[src/lsu_cfg_pkg.sv]
// ###################################################################
// LSU configuration: data path widths and queue depths
// ###################################################################
package lsu_cfg_pkg;

    // Data path and address width
    localparam int XLEN = 32;

    // ROB tag width
    localparam int TAG_W = 6;

    // Queue depths
    localparam int LQ_DEPTH = 4;
    localparam int SQ_DEPTH = 4;

    // Store queue pointer width
    localparam int SQ_PTR_W = $clog2(SQ_DEPTH);

endpackage

[src/lsu_types_pkg.sv]
// ###################################################################
// LSU types: width typedefs, access function and stage words
// ###################################################################
package lsu_types_pkg;

    typedef logic [lsu_cfg_pkg::XLEN-1:0]   data_t;
    typedef logic [lsu_cfg_pkg::XLEN-1:0]   addr_t;
    typedef logic [lsu_cfg_pkg::TAG_W-1:0]  tag_t;
    typedef logic [lsu_cfg_pkg::XLEN/8-1:0] byte_en_t;

    // Low three bits are funct3, bit 3 marks a store
    typedef enum logic [3:0] {
        LB  = 4'b0000,
        LH  = 4'b0001,
        LW  = 4'b0010,
        LBU = 4'b0100,
        LHU = 4'b0101,
        SB  = 4'b1000,
        SH  = 4'b1001,
        SW  = 4'b1010
    } lsu_func_t;

    localparam logic [6:0] OPC_LOAD  = 7'b0000011;
    localparam logic [6:0] OPC_STORE = 7'b0100011;

    typedef struct packed {
        lsu_func_t func;
        addr_t     addr;
        tag_t      tag;
        logic      valid;
    } lsu_op_t;

    typedef struct packed {
        logic  valid;
        tag_t  tag;
        data_t data;
    } cdb_t;

    typedef struct packed {
        lsu_func_t func;
        addr_t     addr;
        data_t     data;
        tag_t      tag;
    } sq_alloc_t;

endpackage

[src/lsu.sv]
// ###################################################################
// Load/store unit top: decode and execute stages, load queue
// and store queue
// ###################################################################
`timescale 1ns/1ps

module lsu (
    input  logic                    clk,
    input  logic                    n_rst,
    input  logic                    i_flush,
    input  logic                    i_fu_valid,
    input  lsu_types_pkg::data_t    i_fu_insn,
    input  lsu_types_pkg::data_t    i_fu_src_a,
    input  lsu_types_pkg::data_t    i_fu_src_b,
    input  lsu_types_pkg::tag_t     i_fu_tag,
    output logic                    o_fu_stall,
    output logic                    o_cdb_en,
    output lsu_types_pkg::tag_t     o_cdb_tag,
    output lsu_types_pkg::data_t    o_cdb_data,
    input  lsu_types_pkg::tag_t     i_rob_retire_tag,
    input  logic                    i_rob_retire_lq_en,
    input  logic                    i_rob_retire_sq_en,
    output logic                    o_rob_retire_stall,
    output logic                    o_rob_retire_mis_speculated,
    input  lsu_types_pkg::data_t    i_dc_rdata,
    output logic                    o_dc_re,
    output lsu_types_pkg::addr_t    o_dc_raddr,
    input  logic                    i_sq_retire_dc_hit,
    input  logic                    i_sq_retire_msq_full,
    output logic                    o_sq_retire_en,
    output lsu_types_pkg::byte_en_t o_sq_retire_byte_en,
    output lsu_types_pkg::addr_t    o_sq_retire_addr,
    output lsu_types_pkg::data_t    o_sq_retire_data
);

    lsu_types_pkg::lsu_op_t   id_op;
    lsu_types_pkg::lsu_op_t   id_q;
    lsu_types_pkg::cdb_t      ex_cdb;
    lsu_types_pkg::cdb_t      ex_q;
    logic                     lq_alloc_en;
    logic                     sq_alloc_en;
    lsu_types_pkg::sq_alloc_t sq_alloc;
    logic                     lq_full;
    logic                     sq_full;

    // Stall on either queue full, whatever the opcode
    assign o_fu_stall = lq_full || sq_full;

    assign o_cdb_en   = ex_q.valid;
    assign o_cdb_tag  = ex_q.tag;
    assign o_cdb_data = ex_q.data;

    // Decode to execute register
    always_ff @(posedge clk or negedge n_rst) begin
        if (!n_rst) begin
            id_q <= '0;
        end else if (i_flush || o_fu_stall) begin
            id_q.valid <= 1'b0;
        end else begin
            id_q <= id_op;
        end
    end

    // Execute to CDB register
    always_ff @(posedge clk or negedge n_rst) begin
        if (!n_rst) begin
            ex_q <= '0;
        end else if (i_flush) begin
            ex_q.valid <= 1'b0;
        end else begin
            ex_q <= ex_cdb;
        end
    end

    lsu_id u_id (
        .i_valid       (i_fu_valid),
        .i_insn        (i_fu_insn),
        .i_src_a       (i_fu_src_a),
        .i_src_b       (i_fu_src_b),
        .i_tag         (i_fu_tag),
        .o_op          (id_op),
        .o_lq_alloc_en (lq_alloc_en),
        .o_sq_alloc_en (sq_alloc_en),
        .o_sq_alloc    (sq_alloc)
    );

    lsu_ex u_ex (
        .i_op       (id_q),
        .i_dc_rdata (i_dc_rdata),
        .o_dc_re    (o_dc_re),
        .o_dc_raddr (o_dc_raddr),
        .o_cdb      (ex_cdb)
    );

    lsu_lq u_lq (
        .clk              (clk),
        .n_rst            (n_rst),
        .i_flush          (i_flush),
        .i_alloc_en       (lq_alloc_en && !o_fu_stall),
        .i_alloc_addr     (id_op.addr),
        .i_alloc_tag      (id_op.tag),
        .i_st_en          (o_sq_retire_en && !o_rob_retire_stall),
        .i_st_addr        (o_sq_retire_addr),
        .i_retire_en      (i_rob_retire_lq_en),
        .i_retire_tag     (i_rob_retire_tag),
        .o_mis_speculated (o_rob_retire_mis_speculated),
        .o_full           (lq_full)
    );

    lsu_sq u_sq (
        .clk            (clk),
        .n_rst          (n_rst),
        .i_flush        (i_flush),
        .i_alloc_en     (sq_alloc_en && !o_fu_stall),
        .i_alloc        (sq_alloc),
        .i_retire_en    (i_rob_retire_sq_en),
        .i_retire_tag   (i_rob_retire_tag),
        .i_dc_hit       (i_sq_retire_dc_hit),
        .i_msq_full     (i_sq_retire_msq_full),
        .o_wr_en        (o_sq_retire_en),
        .o_wr_addr      (o_sq_retire_addr),
        .o_wr_byte_en   (o_sq_retire_byte_en),
        .o_wr_data      (o_sq_retire_data),
        .o_retire_stall (o_rob_retire_stall),
        .o_full         (sq_full)
    );

endmodule

[src/lsu_ex.sv]
// ###################################################################
// LSU execute stage: data cache read and load data extension
// ###################################################################
`timescale 1ns/1ps

module lsu_ex (
    input  lsu_types_pkg::lsu_op_t i_op,
    input  lsu_types_pkg::data_t   i_dc_rdata,
    output logic                   o_dc_re,
    output lsu_types_pkg::addr_t   o_dc_raddr,
    output lsu_types_pkg::cdb_t    o_cdb
);

    logic                 is_load;
    lsu_types_pkg::data_t lane;
    lsu_types_pkg::data_t load_data;

    assign is_load = i_op.func inside {lsu_types_pkg::LB, lsu_types_pkg::LH, lsu_types_pkg::LW,
                                       lsu_types_pkg::LBU, lsu_types_pkg::LHU};

    assign o_dc_re    = i_op.valid && is_load;
    assign o_dc_raddr = {i_op.addr[lsu_cfg_pkg::XLEN-1:2], 2'b00};

    // Move the addressed byte or halfword down to lane 0
    assign lane = i_dc_rdata >> {i_op.addr[1:0], 3'b000};

    always_comb begin
        case (i_op.func)
            lsu_types_pkg::LB:  load_data = {{(lsu_cfg_pkg::XLEN-8){lane[7]}}, lane[7:0]};
            lsu_types_pkg::LH:  load_data = {{(lsu_cfg_pkg::XLEN-16){lane[15]}}, lane[15:0]};
            lsu_types_pkg::LBU: load_data = {{(lsu_cfg_pkg::XLEN-8){1'b0}}, lane[7:0]};
            lsu_types_pkg::LHU: load_data = {{(lsu_cfg_pkg::XLEN-16){1'b0}}, lane[15:0]};
            lsu_types_pkg::LW:  load_data = i_dc_rdata;
            default:            load_data = '0;
        endcase
    end

    // Stores only report their tag
    assign o_cdb = '{
        valid: i_op.valid,
        tag:   i_op.tag,
        data:  is_load ? load_data : '0
    };

    // A valid operation carries one of the eight defined functions
    always_comb begin
        if (i_op.valid) begin
            a_legal_func: assert (i_op.func inside {lsu_types_pkg::LB, lsu_types_pkg::LH,
                                                    lsu_types_pkg::LW, lsu_types_pkg::LBU,
                                                    lsu_types_pkg::LHU, lsu_types_pkg::SB,
                                                    lsu_types_pkg::SH, lsu_types_pkg::SW})
                else $error("lsu_ex: undefined access function");
        end
    end

endmodule

[src/lsu_id.sv]
// ###################################################################
// LSU decode stage: access function, effective address and
// load/store queue allocation
// ###################################################################
`timescale 1ns/1ps

module lsu_id (
    input  logic                     i_valid,
    input  lsu_types_pkg::data_t     i_insn,
    input  lsu_types_pkg::data_t     i_src_a,
    input  lsu_types_pkg::data_t     i_src_b,
    input  lsu_types_pkg::tag_t      i_tag,
    output lsu_types_pkg::lsu_op_t   o_op,
    output logic                     o_lq_alloc_en,
    output logic                     o_sq_alloc_en,
    output lsu_types_pkg::sq_alloc_t o_sq_alloc
);

    logic [6:0]                opcode;
    logic [2:0]                funct3;
    logic                      op_load;
    logic                      op_store;
    lsu_types_pkg::data_t      imm_i;
    lsu_types_pkg::data_t      imm_s;
    lsu_types_pkg::addr_t      addr;
    lsu_types_pkg::lsu_func_t  func;

    assign opcode   = i_insn[6:0];
    assign funct3   = i_insn[14:12];
    assign op_load  = (opcode == lsu_types_pkg::OPC_LOAD);
    assign op_store = (opcode == lsu_types_pkg::OPC_STORE);

    // Sign extended immediates
    assign imm_i = {{(lsu_cfg_pkg::XLEN-12){i_insn[31]}}, i_insn[31:20]};
    assign imm_s = {{(lsu_cfg_pkg::XLEN-12){i_insn[31]}}, i_insn[31:25], i_insn[11:7]};

    assign addr = i_src_a + (op_store ? imm_s : imm_i);
    assign func = lsu_types_pkg::lsu_func_t'({op_store, funct3});

    assign o_op = '{
        func:  func,
        addr:  addr,
        tag:   i_tag,
        valid: i_valid && (op_load || op_store)
    };

    assign o_lq_alloc_en = i_valid && op_load;
    assign o_sq_alloc_en = i_valid && op_store;

    // Store data comes from rs2
    assign o_sq_alloc = '{func: func, addr: addr, data: i_src_b, tag: i_tag};

endmodule

[src/lsu_lq.sv]
// ###################################################################
// Load queue: word addresses of loads in flight, flagged when a
// retiring store writes the same word
// ###################################################################
`timescale 1ns/1ps

module lsu_lq (
    input  logic                 clk,
    input  logic                 n_rst,
    input  logic                 i_flush,
    input  logic                 i_alloc_en,
    input  lsu_types_pkg::addr_t i_alloc_addr,
    input  lsu_types_pkg::tag_t  i_alloc_tag,
    input  logic                 i_st_en,
    input  lsu_types_pkg::addr_t i_st_addr,
    input  logic                 i_retire_en,
    input  lsu_types_pkg::tag_t  i_retire_tag,
    output logic                 o_mis_speculated,
    output logic                 o_full
);

    logic [lsu_cfg_pkg::LQ_DEPTH-1:0] lq_valid;
    logic [lsu_cfg_pkg::LQ_DEPTH-1:0] lq_flag;
    logic [lsu_cfg_pkg::LQ_DEPTH-1:0] alloc_sel;
    logic [lsu_cfg_pkg::LQ_DEPTH-1:0] retire_hit;
    logic [lsu_cfg_pkg::LQ_DEPTH-1:0] st_hit;
    lsu_types_pkg::tag_t              lq_tag  [lsu_cfg_pkg::LQ_DEPTH];
    lsu_types_pkg::addr_t             lq_addr [lsu_cfg_pkg::LQ_DEPTH];

    // Lowest clear bit of the valid vector
    assign alloc_sel = ~lq_valid & (lq_valid + 1'b1);

    always_comb begin
        for (int i = 0; i < lsu_cfg_pkg::LQ_DEPTH; i++) begin
            retire_hit[i] = lq_valid[i] && (lq_tag[i] == i_retire_tag);
            st_hit[i]     = lq_valid[i] &&
                            (lq_addr[i][lsu_cfg_pkg::XLEN-1:2] == i_st_addr[lsu_cfg_pkg::XLEN-1:2]);
        end
    end

    assign o_mis_speculated = i_retire_en && |(retire_hit & lq_flag);
    assign o_full           = &lq_valid;

    always_ff @(posedge clk or negedge n_rst) begin
        if (!n_rst) begin
            lq_valid <= '0;
            lq_flag  <= '0;
        end else if (i_flush) begin
            lq_valid <= '0;
            lq_flag  <= '0;
        end else begin
            for (int i = 0; i < lsu_cfg_pkg::LQ_DEPTH; i++) begin
                if (i_retire_en && retire_hit[i]) begin
                    lq_valid[i] <= 1'b0;
                end
                if (i_st_en && st_hit[i]) begin
                    lq_flag[i] <= 1'b1;
                end
                // A new load is younger than any retiring store
                if (i_alloc_en && alloc_sel[i]) begin
                    lq_valid[i] <= 1'b1;
                    lq_flag[i]  <= 1'b0;
                end
            end
        end
    end

    always_ff @(posedge clk) begin
        for (int i = 0; i < lsu_cfg_pkg::LQ_DEPTH; i++) begin
            if (i_alloc_en && alloc_sel[i]) begin
                lq_tag[i]  <= i_alloc_tag;
                lq_addr[i] <= {i_alloc_addr[lsu_cfg_pkg::XLEN-1:2], 2'b00};
            end
        end
    end

    // Top level must hold allocation off while full
    a_no_alloc_full: assert property (@(posedge clk) disable iff (!n_rst)
        i_alloc_en |-> !o_full);

    // ROB retires only loads it handed to this unit
    a_retire_hits: assert property (@(posedge clk) disable iff (!n_rst)
        i_retire_en |-> $onehot(retire_hit));

endmodule

[src/lsu_sq.sv]
// ###################################################################
// Store queue: holds stores in order until retire, then writes
// them to the data cache with byte enables
// ###################################################################
`timescale 1ns/1ps

module lsu_sq (
    input  logic                     clk,
    input  logic                     n_rst,
    input  logic                     i_flush,
    input  logic                     i_alloc_en,
    input  lsu_types_pkg::sq_alloc_t i_alloc,
    input  logic                     i_retire_en,
    input  lsu_types_pkg::tag_t      i_retire_tag,
    input  logic                     i_dc_hit,
    input  logic                     i_msq_full,
    output logic                     o_wr_en,
    output lsu_types_pkg::addr_t     o_wr_addr,
    output lsu_types_pkg::byte_en_t  o_wr_byte_en,
    output lsu_types_pkg::data_t     o_wr_data,
    output logic                     o_retire_stall,
    output logic                     o_full
);

    lsu_types_pkg::sq_alloc_t         sq_mem [lsu_cfg_pkg::SQ_DEPTH];
    lsu_types_pkg::sq_alloc_t         head;
    logic [lsu_cfg_pkg::SQ_PTR_W-1:0] head_ptr;
    logic [lsu_cfg_pkg::SQ_PTR_W-1:0] tail_ptr;
    logic [lsu_cfg_pkg::SQ_PTR_W:0]   count;
    logic                             push;
    logic                             pop;
    lsu_types_pkg::byte_en_t          base_en;

    // Pointer increment with wrap for any depth
    function automatic logic [lsu_cfg_pkg::SQ_PTR_W-1:0] ptr_next(
        input logic [lsu_cfg_pkg::SQ_PTR_W-1:0] ptr
    );
        if (ptr == (lsu_cfg_pkg::SQ_PTR_W)'(lsu_cfg_pkg::SQ_DEPTH - 1)) begin
            return '0;
        end
        return ptr + 1'b1;
    endfunction

    assign head   = sq_mem[head_ptr];
    assign push   = i_alloc_en;
    assign pop    = o_wr_en && i_dc_hit && !i_msq_full;
    assign o_full = (count == (lsu_cfg_pkg::SQ_PTR_W + 1)'(lsu_cfg_pkg::SQ_DEPTH));

    // Head entry is offered for as long as the ROB holds retire
    assign o_wr_en        = i_retire_en;
    assign o_retire_stall = i_retire_en && !pop;

    always_comb begin
        case (head.func)
            lsu_types_pkg::SB: base_en = 4'b0001;
            lsu_types_pkg::SH: base_en = 4'b0011;
            default:           base_en = 4'b1111;
        endcase
    end

    // Byte enables and data moved to the addressed lanes
    assign o_wr_byte_en = base_en << head.addr[1:0];
    assign o_wr_data    = head.data << {head.addr[1:0], 3'b000};
    assign o_wr_addr    = {head.addr[lsu_cfg_pkg::XLEN-1:2], 2'b00};

    always_ff @(posedge clk or negedge n_rst) begin
        if (!n_rst) begin
            head_ptr <= '0;
            tail_ptr <= '0;
            count    <= '0;
        end else if (i_flush) begin
            head_ptr <= '0;
            tail_ptr <= '0;
            count    <= '0;
        end else begin
            if (push) begin
                tail_ptr <= ptr_next(tail_ptr);
            end
            if (pop) begin
                head_ptr <= ptr_next(head_ptr);
            end
            case ({push, pop})
                2'b10:   count <= count + 1'b1;
                2'b01:   count <= count - 1'b1;
                default: count <= count;
            endcase
        end
    end

    always_ff @(posedge clk) begin
        if (push) begin
            sq_mem[tail_ptr] <= i_alloc;
        end
    end

    // Stores retire in program order, so the ROB tag is the head's
    a_retire_head: assert property (@(posedge clk) disable iff (!n_rst)
        i_retire_en |-> (count != '0) && (i_retire_tag == head.tag));

endmodule

[config.mk]
export PLATFORM = sky130hd
export DESIGN_NAME = lsu
export DESIGN_NICKNAME = d
export VERILOG_FILES = /design/src/lsu_cfg_pkg.sv /design/src/lsu_types_pkg.sv /design/src/lsu.sv /design/src/lsu_ex.sv /design/src/lsu_id.sv /design/src/lsu_lq.sv /design/src/lsu_sq.sv
export SDC_FILE = /design/constraint.sdc
export NUM_CORES = 1
export LEC_CHECK = 0
export BUFFER_PORTS_ARGS = -buffer_cell sky130_fd_sc_hd__buf_2
export CAP_MARGIN = 20
export CORE_UTILIZATION = 60
export DETAILED_ROUTE_END_ITERATION = 8
export GPL_TIMING_DRIVEN = 0
export PLACE_DENSITY = 0.78
export SYNTH_ARGS = -nofsm -noshare
export SYNTH_HDL_FRONTEND = slang
export SYNTH_SLANG_ARGS = --single-unit
[constraint.sdc]
create_clock -name clk -period 8.3 [get_ports clk]
set_input_delay 1.245 -clock clk [delete_from_list [all_inputs] [get_ports clk]]
set_output_delay 1.245 -clock clk [all_outputs]
set_load 0.02 [all_outputs]
==> results.sh <==
export IMPL_io_buffers=281
export IMPL_period_needed_ps=5570
export IMPL_gr_total_overflow=0
export IMPL_status="finished clean"
export IMPL_hold_buffers=0
export IMPL_grt_pass1_vias=15777
export IMPL_netlist_top_cell_by_area="edfxtp_1"
export IMPL_vias=16323
export IMPL_async_flop_share=0.189
export IMPL_cts_htree_levels=2
export IMPL_die_height_um=200
export IMPL_postCtsSetupBuffers=0
export IMPL_ios=292
export IMPL_path_buf_inv=4
export IMPL_syn_inst=1762
export IMPL_synth_area_leaders="edfxtp_1 53%, dfrtp_1 10%, mux4_2 4.1%"
export IMPL_clk_pin_slew_ps=60
export IMPL_cts_buffers_inserted=51
export IMPL_antenna_left=0
export IMPL_syn_area_per_cell_um2=13.4
export IMPL_leakage_nw=10.5
export IMPL_multi_input_area_mm2=0.00792
export IMPL_finalCritPeriodShare=0.672
export IMPL_yosys_warnings=0
export IMPL_reg2reg_slack_ps=4450
export IMPL_fillCellCount=2570
export IMPL_hold_path_depth=2
export IMPL_ir_worst_vdd_v=0.000150
export IMPL_grt_pass1_wl_um=93700
export IMPL_ys_seq_elements=513
export IMPL_grt_use_total=0.323
export IMPL_final_hold_viol_count=0
export IMPL_arrival_ps=6110
export IMPL_antenna_found_initial=4
export IMPL_dp_hpwl_um=45900
export IMPL_required_ps=8830
export IMPL_area_growth_pct=17.7
export IMPL_wl_per_cell_um=24.1
export IMPL_cts_tree="done"
export IMPL_grt_max_degree=63
export IMPL_maxSlewHeadroom=0.158
export IMPL_synthTopCellsByCount="416 x edfxtp_1, 256 x nand2_1, 97 x dfrtp_1, 91 x xnor2_1, 87 x o21ai_0"
export IMPL_regArea_mm2=0.0149
export IMPL_worst_path_max_fanout=9
export IMPL_setup_violations=0
export IMPL_crit_type="in2reg"
export IMPL_core_mm2=0.0386
export IMPL_vias_per_cell=6.09
export IMPL_yosysMostFrequentCell="edfxtp_1"
export IMPL_total_power_mw=6.31
export IMPL_min_to="id_q[2]"
export IMPL_yosysSeqAreaShare=0.634
export IMPL_clock_skew_ps=8.72
export IMPL_setup_ws_ps=2730
export IMPL_grt_setup_unrepaired="false"
export IMPL_clkSinkCount=513
export IMPL_worst_setup_path_start_kind="input port"
export IMPL_cts_resized=0
export IMPL_drive_gt1_frac=0.243
export IMPL_timing_rr_end="u_lq.lq_flag[1]"
export IMPL_routed_wl_um=64600
export IMPL_p_per_area_mw_per_mm2=228
export IMPL_synth_edff_count=416
export IMPL_gp_congestion=0.966
export IMPL_ys_types=73
export IMPL_finalSetupTns_ps=0
export IMPL_synth_top_area_frac=0.531
export IMPL_start_util=0.609
export IMPL_endpoint_kind="register"
export IMPL_path_cells="buf_2 > nor2_1 > nand4_1 > or2_2 > clkbuf_1 > inv_1 > nand2_1 > nand2_1 > ha_1 > inv_1 > fa_1 > nand2b_1 > a21o_1 > a311oi_1 > nor2_1 > o21a_1 > o21ai_0 > xor2_1 > mux2_2"
export IMPL_clk_latency_ps=600
export IMPL_dieArea_mm2=0.0400
export IMPL_synthesis_area_mm2=0.0235
export IMPL_nets=2303
export IMPL_cts_buffer_depth=3
export IMPL_final_max_slew_viol_count=0
export IMPL_route_detailed_drc=0
export IMPL_cpLargestDelayFamily="simple AND/OR/NAND/NOR gates"
export IMPL_drv_cap=0
export IMPL_r2r_cells=8
export IMPL_hold_path_class="reg2reg"
export IMPL_clock_tree_root_cell="clkbuf_16"
export IMPL_r2r_start="u_sq.head_ptr[0]"
export IMPL_drt_pre_antenna_iters=5
export IMPL_tightest_slew_ps=1260
export IMPL_max_stage_delay_ps=850
export IMPL_critPathSlowestCell="xor2_1"
export IMPL_drt_iter0_drc=1635
export IMPL_fmax_mhz=179
export IMPL_synth_flop_cell="edfxtp_1"
export IMPL_min_from="id_q[2]"
export IMPL_row_count=72
export IMPL_place_ws_ps=2200
export IMPL_die_w_um=200
metrics by stage:
step                cell area, um2   util  hold WS [ps]  cells
floorplan                    23500      -           442   1765
global placement             25600  0.662           456   2564
detailed placement           25800  0.668           465   2574
CTS                          27600  0.715           481   2669
global route                 27700  0.716           502   2678
finish                       27700  0.716           481   2680
logic make-up after synthesis:
| group | count (synthesis) | share of synthesized area |
|---|---|---|
| AO/OA/AOI/OAI | 301 | 0.0824 |
| XOR/XNOR | 155 | 0.0577 |
| adder cells (fa/ha/maj) | 38 | 0.0208 |
| buffers and inverters | 152 | 0.0313 |
| flip-flops | 513 | 0.634 |
| multiplexers | 147 | 0.0866 |
| other | 1 | 0.000159 |
| AND/OR/NAND/NOR | 455 | 0.0870 |
how the worst max path moves through the flow:
stage	slack, ps	cells after the start	start	to
after global placement	2020	7	i_fu_insn[3]	u_sq.sq_mem[1][60]
after detailed placement	2200	19	i_fu_insn[4]	id_q[31]
after global routing	2530	19	i_fu_insn[4]	id_q[31]
final	2730	19	i_fu_insn[4]	id_q[31]
after CTS	2850	19	i_fu_insn[4]	id_q[31]
after floorplan	3640	18	i_fu_insn[3]	id_q[37]
per-layer routing:
metal / part of all wire / track usage / vias to the layer above / wire length [um]
li1: - / - / 7244 / -
met1: 0.40 / 0.450 / 8062 / 25600
met2: 0.47 / 0.507 / 882 / 30500
met3: 0.10 / 0.0665 / 129 / 6490
met4: 0.031 / 0.120 / 6 / 2010
met5: 0.00054 / 0 / - / 35
layout make-up:
cell class	instances	area share
clock buffers	57	0.0480
well taps	518	0.0234
diodes	3	0.000271
plain buffers	112	0.0211
multi-input cells	1100	0.286
inverters	40	0.00542
repair buffers	299	0.0603
clock inverters	38	0.0167
flip-flops and latches	513	0.539
report_power, final:
| group | switching (mW) | total, mW | internal [mW] |
|---|---|---|---|
| clock | 1.00 | 2.44 | 1.44 |
| combinational | 0.582 | 0.896 | 0.314 |
| sequential | 0.0443 | 2.97 | 2.93 |
cell usage in the layout (no fill, tap or decap), types with 25 or more instances in the layout:
cell and count:
ha_1 36, xnor2_1 91, nor2_1 58, o21ai_0 87, edfxtp_1 416, mux4_2 43, buf_2 297, clkbuf_16 51
dfrtp_1 97, nand2_1 256, a21oi_1 78, xor2_1 64, clkbuf_1 54, nand4_1 25, mux2i_1 82, buf_4 48
inv_1 36
sequential cells by signal, indices dropped and copies added, names as in the netlist:
signal	flops
u_sq.sq_mem	272
o_cdb_en	1
o_cdb_data	32
u_lq.lq_valid	4
id_q	43
u_sq.count	3
u_lq.lq_addr	120
o_cdb_tag	6
u_lq.lq_tag	24
u_sq.head_ptr	2
u_sq.tail_ptr	2
u_lq.lq_flag	4
worst reg2reg max path: stages, from the launching register on:
cell,delay (ps)
dfrtp_1,590
buf_4,350
buf_2,320
clkbuf_1,600
clkbuf_1,620
o22ai_1,270
nor4_1,510
nand3_1,190
o21ai_0,290
No activity file was read; power rests on OpenSTA's default activity.
